**src/source/pad_pkg.sv**
```systemverilog
// Pad ring shared definitions
// Pad map, attribute layout, JTAG overlay map and config port encodings
package pad_pkg;

  //////////////////////////////
  // Pads and attributes
  //////////////////////////////

  localparam int NumPads = 8;

  // Attribute bits per pad
  localparam int AttrDw     = 3;
  localparam int AttrInvIdx = 0; // Invert both directions
  localparam int AttrPuIdx  = 1; // Pull-up enable
  localparam int AttrOdIdx  = 2; // Open-drain, pad only pulls low

  //////////////////////////////
  // Config port
  //////////////////////////////

  localparam int CfgAw = 4;
  localparam int CfgDw = 8; // One bit per pad

  //////////////////////////////
  // JTAG overlay
  //////////////////////////////

  localparam int TckIdx    = 3;
  localparam int TmsIdx    = 4;
  localparam int TdiIdx    = 5;
  localparam int TdoIdx    = 6;
  localparam int JtagEnIdx = 7; // Strap pad, high selects JTAG

  // Seen by the core on overlaid pads while JTAG owns them.
  // TMS pad doubles as an active-low select, so it idles high.
  localparam logic [NumPads-1:0] TieOffValues = NumPads'(1 << TmsIdx);

  // Transfer direction
  typedef enum logic {
    OpRead  = 1'b0,
    OpWrite = 1'b1
  } cfg_op_e;

  // Register map
  typedef enum logic [CfgAw-1:0] {
    RegOut   = 4'd0,  // Core output bits
    RegOe    = 4'd1,  // Core output enables
    RegIn    = 4'd2,  // Synchronized pad inputs, read-only
    RegAttr0 = 4'd8,
    RegAttr1 = 4'd9,
    RegAttr2 = 4'd10,
    RegAttr3 = 4'd11,
    RegAttr4 = 4'd12,
    RegAttr5 = 4'd13,
    RegAttr6 = 4'd14,
    RegAttr7 = 4'd15
  } cfg_reg_e;

endpackage : pad_pkg
```
**src/source/pad_top.sv**
```systemverilog
// Pad ring top level
// Control block, JTAG overlay mux and pad ring model wired together
module pad_top (
  input  logic                        clk_i,
  input  logic                        rst_n_i,
  // Config port
  input  logic                        cfg_req_i,
  input  pad_pkg::cfg_op_e            cfg_op_i,
  input  logic [pad_pkg::CfgAw-1:0]   cfg_addr_i,
  input  logic [pad_pkg::CfgDw-1:0]   cfg_wdata_i,
  output logic                        cfg_ack_o,
  output logic [pad_pkg::CfgDw-1:0]   cfg_rdata_o,
  // Pads
  input  logic [pad_pkg::NumPads-1:0] pad_in_i,
  output logic [pad_pkg::NumPads-1:0] pad_out_o,
  output logic [pad_pkg::NumPads-1:0] pad_oe_o,
  output logic [pad_pkg::NumPads-1:0] pad_pu_o,
  // Debug port
  input  logic                        jtag_tdo_i,
  output logic                        jtag_tck_o,
  output logic                        jtag_tms_o,
  output logic                        jtag_tdi_o,
  output logic                        jtag_trst_n_o
);

  import pad_pkg::*;

  logic [NumPads-1:0]             out_core, oe_core, in_core;
  logic [NumPads-1:0]             out_padring, oe_padring, in_padring;
  logic [NumPads-1:0][AttrDw-1:0] attr;

  //////////////////////////////
  // Core side
  //////////////////////////////

  pad_ctrl i_pad_ctrl (
    .clk_i       ( clk_i       ),
    .rst_n_i     ( rst_n_i     ),
    .cfg_req_i   ( cfg_req_i   ),
    .cfg_op_i    ( cfg_op_i    ),
    .cfg_addr_i  ( cfg_addr_i  ),
    .cfg_wdata_i ( cfg_wdata_i ),
    .cfg_ack_o   ( cfg_ack_o   ),
    .cfg_rdata_o ( cfg_rdata_o ),
    .in_core_i   ( in_core     ),
    .out_core_o  ( out_core    ),
    .oe_core_o   ( oe_core     ),
    .attr_o      ( attr        )  // Straight to padring, no overlay
  );

  //////////////////////////////
  // Overlay and pads
  //////////////////////////////

  jtag_mux i_jtag_mux (
    .out_core_i    ( out_core      ),
    .oe_core_i     ( oe_core       ),
    .in_core_o     ( in_core       ),
    .out_padring_o ( out_padring   ),
    .oe_padring_o  ( oe_padring    ),
    .in_padring_i  ( in_padring    ),
    .jtag_tdo_i    ( jtag_tdo_i    ),
    .jtag_tck_o    ( jtag_tck_o    ),
    .jtag_tms_o    ( jtag_tms_o    ),
    .jtag_tdi_o    ( jtag_tdi_o    ),
    .jtag_trst_n_o ( jtag_trst_n_o )
  );

  padring i_padring (
    .out_i     ( out_padring ),
    .oe_i      ( oe_padring  ),
    .attr_i    ( attr        ),
    .pad_in_i  ( pad_in_i    ),
    .in_o      ( in_padring  ),
    .pad_out_o ( pad_out_o   ),
    .pad_oe_o  ( pad_oe_o    ),
    .pad_pu_o  ( pad_pu_o    )
  );

endmodule : pad_top

```
**src/source/pad_ctrl.sv**
```systemverilog
// Pad control block
// Four-phase config slave holding pad output, enable and attribute
// registers, plus a 2-flop synchronizer on the pad inputs
module pad_ctrl (
  input  logic                                             clk_i,
  input  logic                                             rst_n_i,
  // Config port
  input  logic                                             cfg_req_i,
  input  pad_pkg::cfg_op_e                                 cfg_op_i,
  input  logic [pad_pkg::CfgAw-1:0]                        cfg_addr_i,
  input  logic [pad_pkg::CfgDw-1:0]                        cfg_wdata_i,
  output logic                                             cfg_ack_o,
  output logic [pad_pkg::CfgDw-1:0]                        cfg_rdata_o,
  // Core-side pad signals
  input  logic [pad_pkg::NumPads-1:0]                      in_core_i,
  output logic [pad_pkg::NumPads-1:0]                      out_core_o,
  output logic [pad_pkg::NumPads-1:0]                      oe_core_o,
  output logic [pad_pkg::NumPads-1:0][pad_pkg::AttrDw-1:0] attr_o
);

  import pad_pkg::*;

  logic                            ack_q;
  logic                            start;
  cfg_reg_e                        reg_sel;
  logic [$clog2(NumPads)-1:0]      attr_idx;
  logic [CfgDw-1:0]                rdata_d;
  logic [CfgDw-1:0]                rdata_q;
  logic [NumPads-1:0]              out_q;
  logic [NumPads-1:0]              oe_q;
  logic [NumPads-1:0][AttrDw-1:0]  attr_q;
  logic [NumPads-1:0]              in_meta_q;
  logic [NumPads-1:0]              in_sync_q;

  //////////////////////////////
  // Handshake
  //////////////////////////////

  assign start    = cfg_req_i & ~ack_q; // New request, not yet acked
  assign reg_sel  = cfg_reg_e'(cfg_addr_i);
  assign attr_idx = cfg_addr_i[$clog2(NumPads)-1:0]; // Pad number for RegAttrN

  // Ack follows req one edge later, held as long as req stays up
  always_ff @(posedge clk_i) begin
    if (!rst_n_i) begin
      ack_q <= 1'b0;
    end else begin
      ack_q <= cfg_req_i;
    end
  end

  //////////////////////////////
  // Registers
  //////////////////////////////

  always_ff @(posedge clk_i) begin
    if (!rst_n_i) begin
      out_q  <= '0;
      oe_q   <= '0;
      attr_q <= '0;
    end else if (start && cfg_op_i == OpWrite) begin
      case (reg_sel)
        RegOut: out_q <= cfg_wdata_i;
        RegOe:  oe_q  <= cfg_wdata_i;
        RegAttr0, RegAttr1, RegAttr2, RegAttr3,
        RegAttr4, RegAttr5, RegAttr6, RegAttr7: begin
          attr_q[attr_idx] <= cfg_wdata_i[AttrDw-1:0];
        end
        default: ; // RegIn and holes are not writable
      endcase
    end
  end

  // Read mux, unmapped addresses give 0
  always_comb begin
    case (reg_sel)
      RegOut:  rdata_d = out_q;
      RegOe:   rdata_d = oe_q;
      RegIn:   rdata_d = in_sync_q;
      RegAttr0, RegAttr1, RegAttr2, RegAttr3,
      RegAttr4, RegAttr5, RegAttr6, RegAttr7: begin
        rdata_d = CfgDw'(attr_q[attr_idx]);
      end
      default: rdata_d = '0;
    endcase
  end

  // Captured with ack so it stays valid after addr is released
  always_ff @(posedge clk_i) begin
    if (!rst_n_i) begin
      rdata_q <= '0;
    end else if (start && cfg_op_i == OpRead) begin
      rdata_q <= rdata_d;
    end
  end

  // Pad input synchronizer
  always_ff @(posedge clk_i) begin
    if (!rst_n_i) begin
      in_meta_q <= '0;
      in_sync_q <= '0;
    end else begin
      in_meta_q <= in_core_i;
      in_sync_q <= in_meta_q;
    end
  end

  assign cfg_ack_o   = ack_q;
  assign cfg_rdata_o = rdata_q;
  assign out_core_o  = out_q;
  assign oe_core_o   = oe_q;
  assign attr_o      = attr_q;

endmodule : pad_ctrl

```
**src/source/jtag_mux.sv**
```systemverilog
// JTAG overlay mux
// Hands four pads to the debug port while the strap pad selects JTAG,
// all other pads pass straight through
module jtag_mux (
  // Core side
  input  logic [pad_pkg::NumPads-1:0] out_core_i,
  input  logic [pad_pkg::NumPads-1:0] oe_core_i,
  output logic [pad_pkg::NumPads-1:0] in_core_o,
  // Padring side
  output logic [pad_pkg::NumPads-1:0] out_padring_o,
  output logic [pad_pkg::NumPads-1:0] oe_padring_o,
  input  logic [pad_pkg::NumPads-1:0] in_padring_i,
  // Debug port
  input  logic                        jtag_tdo_i,
  output logic                        jtag_tck_o,
  output logic                        jtag_tms_o,
  output logic                        jtag_tdi_o,
  output logic                        jtag_trst_n_o
);

  import pad_pkg::*;

  logic jtag_en;

  assign jtag_en = in_padring_i[JtagEnIdx]; // Active high strap

  always_comb begin
    // Default is plain pass-through
    out_padring_o = out_core_i;
    oe_padring_o  = oe_core_i;
    in_core_o     = in_padring_i;
    jtag_tck_o    = 1'b0;
    jtag_tms_o    = 1'b0;
    jtag_tdi_o    = 1'b0;
    jtag_trst_n_o = 1'b0; // Debug port held in reset

    if (jtag_en) begin
      // Inputs toward the debug port
      jtag_tck_o = in_padring_i[TckIdx];
      jtag_tms_o = in_padring_i[TmsIdx];
      jtag_tdi_o = in_padring_i[TdiIdx];

      out_padring_o[TckIdx] = 1'b0;
      out_padring_o[TmsIdx] = 1'b0;
      out_padring_o[TdiIdx] = 1'b0;
      oe_padring_o[TckIdx]  = 1'b0;
      oe_padring_o[TmsIdx]  = 1'b0;
      oe_padring_o[TdiIdx]  = 1'b0;

      // TDO driven by the debug port
      out_padring_o[TdoIdx] = jtag_tdo_i;
      oe_padring_o[TdoIdx]  = 1'b1;

      // Core no longer sees these pads
      in_core_o[TckIdx] = TieOffValues[TckIdx];
      in_core_o[TmsIdx] = TieOffValues[TmsIdx];
      in_core_o[TdiIdx] = TieOffValues[TdiIdx];
      in_core_o[TdoIdx] = TieOffValues[TdoIdx];

      jtag_trst_n_o = 1'b1;
    end
  end

endmodule : jtag_mux

```
**src/source/padring.sv**
```systemverilog
// Pad ring model
// Applies invert, open-drain and pull-up attributes between core-side
// signals and the split pad pins
module padring (
  input  logic [pad_pkg::NumPads-1:0]                      out_i,
  input  logic [pad_pkg::NumPads-1:0]                      oe_i,
  input  logic [pad_pkg::NumPads-1:0][pad_pkg::AttrDw-1:0] attr_i,
  input  logic [pad_pkg::NumPads-1:0]                      pad_in_i,
  output logic [pad_pkg::NumPads-1:0]                      in_o,
  output logic [pad_pkg::NumPads-1:0]                      pad_out_o,
  output logic [pad_pkg::NumPads-1:0]                      pad_oe_o,
  output logic [pad_pkg::NumPads-1:0]                      pad_pu_o
);

  import pad_pkg::*;

  //////////////////////////////
  // Per-pad attribute logic
  //////////////////////////////

  for (genvar i = 0; i < NumPads; i++) begin : g_pad
    logic inv;
    logic od;
    logic out_eff;

    assign inv     = attr_i[i][AttrInvIdx];
    assign od      = attr_i[i][AttrOdIdx];
    assign out_eff = out_i[i] ^ inv; // Polarity after invert

    // Open-drain never drives high, a high output turns the driver off
    assign pad_out_o[i] = od ? 1'b0 : out_eff;
    assign pad_oe_o[i]  = od ? (oe_i[i] & ~out_eff) : oe_i[i];

    assign pad_pu_o[i] = attr_i[i][AttrPuIdx];

    // Input path sees the same invert
    assign in_o[i] = pad_in_i[i] ^ inv;
  end

endmodule : padring

```
**config.mk**
```make
export PLATFORM = sky130hd
export DESIGN_NAME = pad_top
export DESIGN_NICKNAME = d
export VERILOG_FILES = /design/src/source/pad_pkg.sv /design/src/source/pad_top.sv /design/src/source/pad_ctrl.sv /design/src/source/jtag_mux.sv /design/src/source/padring.sv
export SDC_FILE = /design/constraint.sdc
export NUM_CORES = 1
export LEC_CHECK = 0
export BUFFER_PORTS_ARGS = -buffer_cell sky130_fd_sc_hd__buf_2
export CORE_MARGIN = 4
export CORE_UTILIZATION = 55
export DETAILED_ROUTE_END_ITERATION = 10
export PLACE_DENSITY = 0.79
export REMOVE_ABC_BUFFERS = 1
export SLEW_MARGIN = 20
export SYNTH_ARGS = -nofsm -noshare
export SYNTH_HDL_FRONTEND = slang
export SYNTH_SLANG_ARGS = --single-unit
```
**constraint.sdc**
```tcl
create_clock -name clk_i -period 1.6 [get_ports clk_i]
set_input_delay 0.32 -clock clk_i [delete_from_list [all_inputs] [get_ports clk_i]]
set_output_delay 0.32 -clock clk_i [all_outputs]
set_load 0.01 [all_outputs]
```
==> results of run 1 <==
## cell families (layout without fill, tap and decap cells)
logic type,after synthesis,count (layout)
simple gates,107,107
flops,65,65
mux,56,56
compound gates,41,41
buf+inv,34,109
xor+xnor,19,19
## layer usage
metal  part of all wire [%]  vias to the layer above
li1                       -                     1244
met3                    7.2                       12
met4                    1.4                        0
met1                     42                     1165
met2                     49                       81
met5                      0                        -
## worst max path at each step
stage	slack, ns	cells past startpoint	end
4_1_cts	-0.30	6	pad_oe_o[6]
3_3_place_gp	-0.05	7	pad_oe_o[6]
3_5_place_dp	-0.08	7	pad_oe_o[6]
5_1_grt	-0.37	6	pad_oe_o[6]
6_report	-0.27	6	pad_oe_o[6]
2_1_floorplan	-0.42	5	pad_oe_o[6]
## registers in the layout (all words and copies together), names as in the netlist
name and count:
i_pad_ctrl.attr_o 24, i_pad_ctrl.cfg_ack_o 1, i_pad_ctrl.cfg_rdata_o 8, i_pad_ctrl.in_meta_q 8, i_pad_ctrl.in_sync_q 8, i_pad_ctrl.oe_core_o 8
i_pad_ctrl.out_core_o 8
## per-stage QoR
step	TNS [ns]	setup WS [ns]	utilization, %	hold WS (ns)	area (sq um)
finish	-1.48	-0.273	69.3	0.261	3890
CTS	-1.65	-0.300	69.0	0.247	3870
global route	-2.54	-0.374	69.3	0.271	3890
detailed placement	-0.160	-0.0837	65.4	0.421	3670
global placement	-0.0550	-0.0460	65.4	0.415	3670
floorplan	-0.853	-0.421	-	0.412	3060
## cell usage after synthesis, types with 3 or more instances
| cell type | number |
|---|---|
| buf_4 | 14 |
| a22oi_1 | 5 |
| o2bb2ai_1 | 8 |
| o21a_1 | 3 |
| nor2b_1 | 47 |
| xor2_1 | 11 |
| o21ai_0 | 4 |
| dfxtp_1 | 65 |
| nand3_1 | 3 |
| and2_1 | 13 |
| nor2_1 | 15 |
| mux2i_1 | 52 |
| xnor2_1 | 8 |
| buf_2 | 3 |
| inv_1 | 6 |
| nand2_1 | 8 |
| clkbuf_1 | 10 |
| a21oi_1 | 12 |
## power groups by stage
stage	Combinational, uW	Sequential, uW	Clock [uW]
finish	338	1660	1380
global route	368	1670	1480
CTS	335	1660	1410
detailed placement	330	1700	0
global placement	324	1700	0
floorplan	135	1700	0
## final cells by class
cell class                 count  area, sq um  share of cell area, %
timing repair buffer          88          520                   13.4
inverter                       6         22.5                  0.579
sequential                    65         1300                   33.5
multi-input combinational    223         1760                   45.2
clock buffer                  12          155                   3.99
tap                           72         90.1                   2.32
clock inverter                 3         40.0                   1.03
## cell usage in the layout (no fill, tap or decap), drive strengths merged, types with 3 or more instances in the layout
| cell | instances |
|---|---|
| o2bb2ai | 8 |
| xnor2 | 8 |
| nor2 | 15 |
| a22oi | 5 |
| and2 | 13 |
| clkbuf | 12 |
| nand3 | 4 |
| a21oi | 12 |
| buf | 88 |
| nor2b | 47 |
| or3b | 3 |
| o21ai | 4 |
| mux2i | 52 |
| inv | 6 |
| dfxtp | 65 |
| xor2 | 11 |
| nand2 | 8 |
| o21a | 3 |
## critical path, delay by kind of cell, from the launching register on
family                    cells  cell delay [ns]
AOI/OAI and AO/OA             1             0.14
xor gates and xnor gates      2             0.34
buffers and inverters         2             0.19
DFF                           1             0.34
muxes                         1             0.21
## repair_timing
action | in CTS | in global routing
setup endpoints to repair | 12 | 14
gates resized for setup | 3 | 4
hold endpoints to repair | 0 | 0
pin swaps | 2 | 1
hold buffers | 0 | 0
==> qor.txt, run 1 <==
Status = complete, but fails checks
Failing checks = setup timing
CP cell instances = xnor2_2 > inv_2 > mux2i_1 > xor2_1 > o22a_1 > buf_2
Final Worst Setup Slack = -0.273 ns
Clock tree sinks = 65
Clock Power Share = 40.8%
Worst hold path type = input port to register
IO Port Bufs = 61
Slowest cell delay on critical path = 0.34 ns
Synth Area in Simple Gates = 21.6%
Nets = 418
Max-cap violation count = 0
Synth unique cells = 46
Min-delay src = cfg_wdata_i[6]
Yosys top cell area share = 40.3%
Critical Path Start = i_pad_ctrl.attr_o[21]$_SDFFE_PN0P_
Layout cells sized above 1 = 30.0%
Syn Area/Cell = 10.0 sq um
Worst Path Max Fanout = 2
Hold Violations, Final = 0
Cell Area, Synth = 3230 sq um
Post-synth EDFFs = 0
DRT antenna net count = 0
Routing usage on met3 = 4.32%
Register area share after synthesis = 40.3%
Ant. Diodes = 0
Post-synthesis adder-cell area fraction = 0%
Worst hold path cell count = 3
R2R Path End = i_pad_ctrl.attr_o[20]$_SDFFE_PN0P_
Initial Utilization = 57.5%
Endpoint type of the worst setup path = primary output
Die Y = 84.6 um
TritonCTS buffer count = 9
Arrival time worst endpoint = 1.55 ns
Fmax = 534 MHz
Met2 usage = 37.7%
Final worst-path cycle share = 117%
Total track usage = 22.8%
Maximum root-to-sink buffer count = 2
Ys async rst share = 0%
Detail Placement HPWL = 5.77 mm
Crit Path Category = register to primary output
Clock latency on the worst-skew pair = 0.34 ns
H-tree levels = 3
Synth Area in XOR/XNOR = 5.16%
Die width = 84.6 um
Ports = 62
DR WL/cell = 16.9 um
P_int = 2590 uW
Clock skew = 0.00600 ns
Synth area leaders = dfxtp_1, mux2i_1, nor2b_1
Placed insts = 454
Slew @ Worst Pin = 0.416 ns
Vias in the first global route = 2598
Vias = 2502
R2R cell count = 5
Grt ovf = 0
WL final = 7.94 mm
Detailed Routing Iterations Pass 1 = 4
Post-Syn Instances = 322
Slew Limit Fails = 0
Hold Path Sink = i_pad_ctrl.out_core_o[6]$_SDFFE_PN0P_
Area grow syn2layout = 20.5%
Critical-path top delay cell = dfxtp_2
Rel. slew slack = 72.2%
Ys Warns = 0
Setup violations, final = 8
Sw Share = 23.2%
Psw = 786 uW
Largest family of logic cells by synthesized area = simple AND/OR/NAND/NOR gates
FF-to-FF setup slack = 0.09 ns
Wire length of the first global-routing pass = 12.8 mm
Cell taking the most area after synthesis = dfxtp_1
CP startpoint kind = register
Flop pwr share = 49.2%
Clock Tree Root = clkbuf_8
Largest net degree at the start of global routing = 45
Fillers = 464
Synthesized flop and latch total = 65
Vias/cell = 5.33
GPL Wtd Cong = 0.917
RSZ-0062 raised after global routing = true
Reg2Reg Launch Point = i_pad_ctrl.cfg_ack_o$_SDFF_PN0_
Site Rows = 27
Mux contribution to synthesized area = 18.2%
Busiest grt layer = met2
DR iter-0 viols = 165
Worst vdd ir = 0.000586 V
Power share of the combinational group = 10.0%
Finished Layout Cells = 469
Postcts setup bufs = 0
Final Critical Period = 1.87 ns
Compound-Gate Fraction of Synth Area = 8.69%
PwrDens = 869 nW/um^2
Total core area = 5610 sq um
Initial antenna violation count = 0
Residual DRC = 0
Worst EP required = 1.28 ns
GR met1 Demand/Resource = 28.9%
Top_reg_cell synth = dfxtp_1
Die area = 7150 sq um
Clk slew on worst S/H paths = 0.07 ns
CTS tree = done
Power Total = 3380 uW
Leak = 0.00175 uW
No activity file was read; power rests on OpenSTA's default activity.
==> run 2: changes to the inputs <==
--- a/config.mk
+++ b/config.mk
@@ -11,6 +11,7 @@
 export DETAILED_ROUTE_END_ITERATION = 10
 export PLACE_DENSITY = 0.79
 export REMOVE_ABC_BUFFERS = 1
+export SETUP_SLACK_MARGIN = 0.3
 export SLEW_MARGIN = 20
 export SYNTH_ARGS = -nofsm -noshare
 export SYNTH_HDL_FRONTEND = slang
==> constraint.sdc (replaced) <==
create_clock -name clk_i -period 2.1 [get_ports clk_i]
set_input_delay 0.42 -clock clk_i [delete_from_list [all_inputs] [get_ports clk_i]]
set_output_delay 0.42 -clock clk_i [all_outputs]
set_load 0.01 [all_outputs]
==> run 2 against run 1 <==
The flow now finishes without violations; register-to-register slack improved by 0.58 ns; via count fell by 2.0%; non-clock buffer count down 16; sequential share of layout area increased by 1.4 points; routed wire length decreased by 6.6%; first-iteration DRC count grew 18%; setup slack improved by 0.36 ns; clock skew fell by 0.0023 ns; critical path depth did not move; highest routed layer unchanged; sequential cell count is the same.
==> qor.txt, run 2 (synthesized netlist as in run 1, its figures left out) <==
Status = finished clean
Clock Tree Root = clkbuf_8
Die area = 7150 sq um
Final worst-path cycle share = 95.9%
Crit Path Category = register to primary output
Hold Violations, Final = 0
PwrDens = 662 nW/um^2
Die Y = 84.6 um
Clock skew = 0.00366 ns
Clock tree sinks = 65
TritonCTS buffer count = 9
Max-cap violation count = 0
Largest net degree at the start of global routing = 39
Final Worst Setup Slack = 0.0867 ns
Residual DRC = 0
Most common cell after layout, fill and taps aside = dfxtp_1
Hold-fix buffers at CTS = 0
Wire length of the first global-routing pass = 12.1 mm
Leak = 0.00166 uW
WL final = 7.41 mm
DR iter-0 viols = 195
Worst vdd ir = 0.000429 V
Rel. slew slack = 65.4%
Maximum root-to-sink buffer count = 2
CTS tree = done
Initial antenna violation count = 0
Slew Limit Fails = 0
Total track usage = 21.6%
Vias = 2453
Detail Placement HPWL = 5.32 mm
Hold WS = 0.357 ns
Final Critical Period = 2.01 ns
Worst hold path type = input port to register
H-tree levels = 3
Vias in the first global route = 2399
Vias/cell = 5.42
Worst EP required = 1.68 ns
CP startpoint kind = register
Place WS = 0.183 ns
GPL Wtd Cong = 0.872
Slew @ Worst Pin = 0.519 ns
IO Port Bufs = 61
Clock latency on the worst-skew pair = 0.33 ns
Fmax = 497 MHz
Grt ovf = 0
Layout cells sized above 1 = 26.0%
Final Cell Area = 3730 sq um
Ant. Diodes = 0
Area grow syn2layout = 15.7%
Total core area = 5610 sq um
Largest register FFs = 24
Site Rows = 27
Setup violations, final = 0
Most frequent cells in the layout = dfxtp_1, buf_2, mux2i_1
DR WL/cell = 16.4 um
Die width = 84.6 um
Finished Layout Cells = 453
Endpoint type of the worst setup path = primary output
Nets = 402
Worst Path Max Fanout = 4
Ports = 62
Arrival time worst endpoint = 1.59 ns
Placed insts = 437
Detailed Routing Iterations Pass 1 = 4
Initial Utilization = 57.5%
Area after DPL = 3530 sq um
Clk slew on worst S/H paths = 0.06 ns
DRT antenna net count = 0
Power Total = 2470 uW
RSZ-0062 raised after global routing = true
-- run 2: routing by layer --
metal | global-route usage (%) | wire [um] | share of wire, % | vias to the layer above
met3 | 3.93 | 360 | 4.9 | 11
met4 | 9.21 | 135 | 1.8 | 0
met1 | 27.8 | 3280 | 44 | 1168
met5 | 0 | 0 | 0 | -
met2 | 35.4 | 3640 | 49 | 56
li1 | - | - | - | 1218
-- run 2: path summary, 6_finish.rpt --
| check | startpoint | endpoint | slack [ns] | cells after the start |
|---|---|---|---|---|
| setup / recovery | i_pad_ctrl.attr_o[21]$_SDFFE_PN0P_ | pad_oe_o[6] | 0.09 | 6 |
| hold / removal | cfg_wdata_i[7] | i_pad_ctrl.out_core_o[7]$_SDFFE_PN0P_ | 0.36 | 3 |
| setup reg to reg | i_pad_ctrl.cfg_ack_o$_SDFF_PN0_ | i_pad_ctrl.cfg_rdata_o[4]$_SDFFE_PN0P_ | 0.67 | 4 |
| hold reg to reg | i_pad_ctrl.in_meta_q[5]$_SDFF_PP0_ | i_pad_ctrl.in_sync_q[5]$_SDFF_PN0_ | 0.44 | 1 |
-- run 2: metrics by stage --
step	util (%)	setup TNS, ns
2_1_floorplan	-	-0.0854
3_3_place_gp	62.9	0
3_5_place_dp	62.9	0
4_1_cts	66.4	0
5_1_grt	66.6	-0.00841
6_report	66.6	0
-- run 2: cell type report --
class / instances / area, sq um
fillers: 464 / 1870
multi-input cells: 223 / 1750
flip-flops and latches: 65 / 1310
repair buffers: 72 / 388
clock buffers: 11 / 131
well taps: 72 / 90.1
clock inverters: 4 / 45.0
inverters: 6 / 22.5
-- run 2: power by group --
part           leakage [uW]  switching [uW]  total [uW]  internal [uW]
Clock             0.0000929             440         976            536
Combinational       0.00104             131         232            100
Sequential         0.000528            11.3        1270           1250
Total               0.00166             582        2470           1890
-- run 2: repair_timing --
item / in CTS / in global routing
setup buffers: 1 / 0
pin swaps: 3 / 1
resized for setup: 4 / 1
setup endpoints to repair: 10 / 8
-- run 2: critical path, cell delays in order, from the launching register on --
cell and delay, ns:
dfxtp_4 0.37, xnor2_4 0.13, inv_2 0.08, mux2i_1 0.21
xor2_1 0.21, o22a_1 0.15, buf_2 0.12
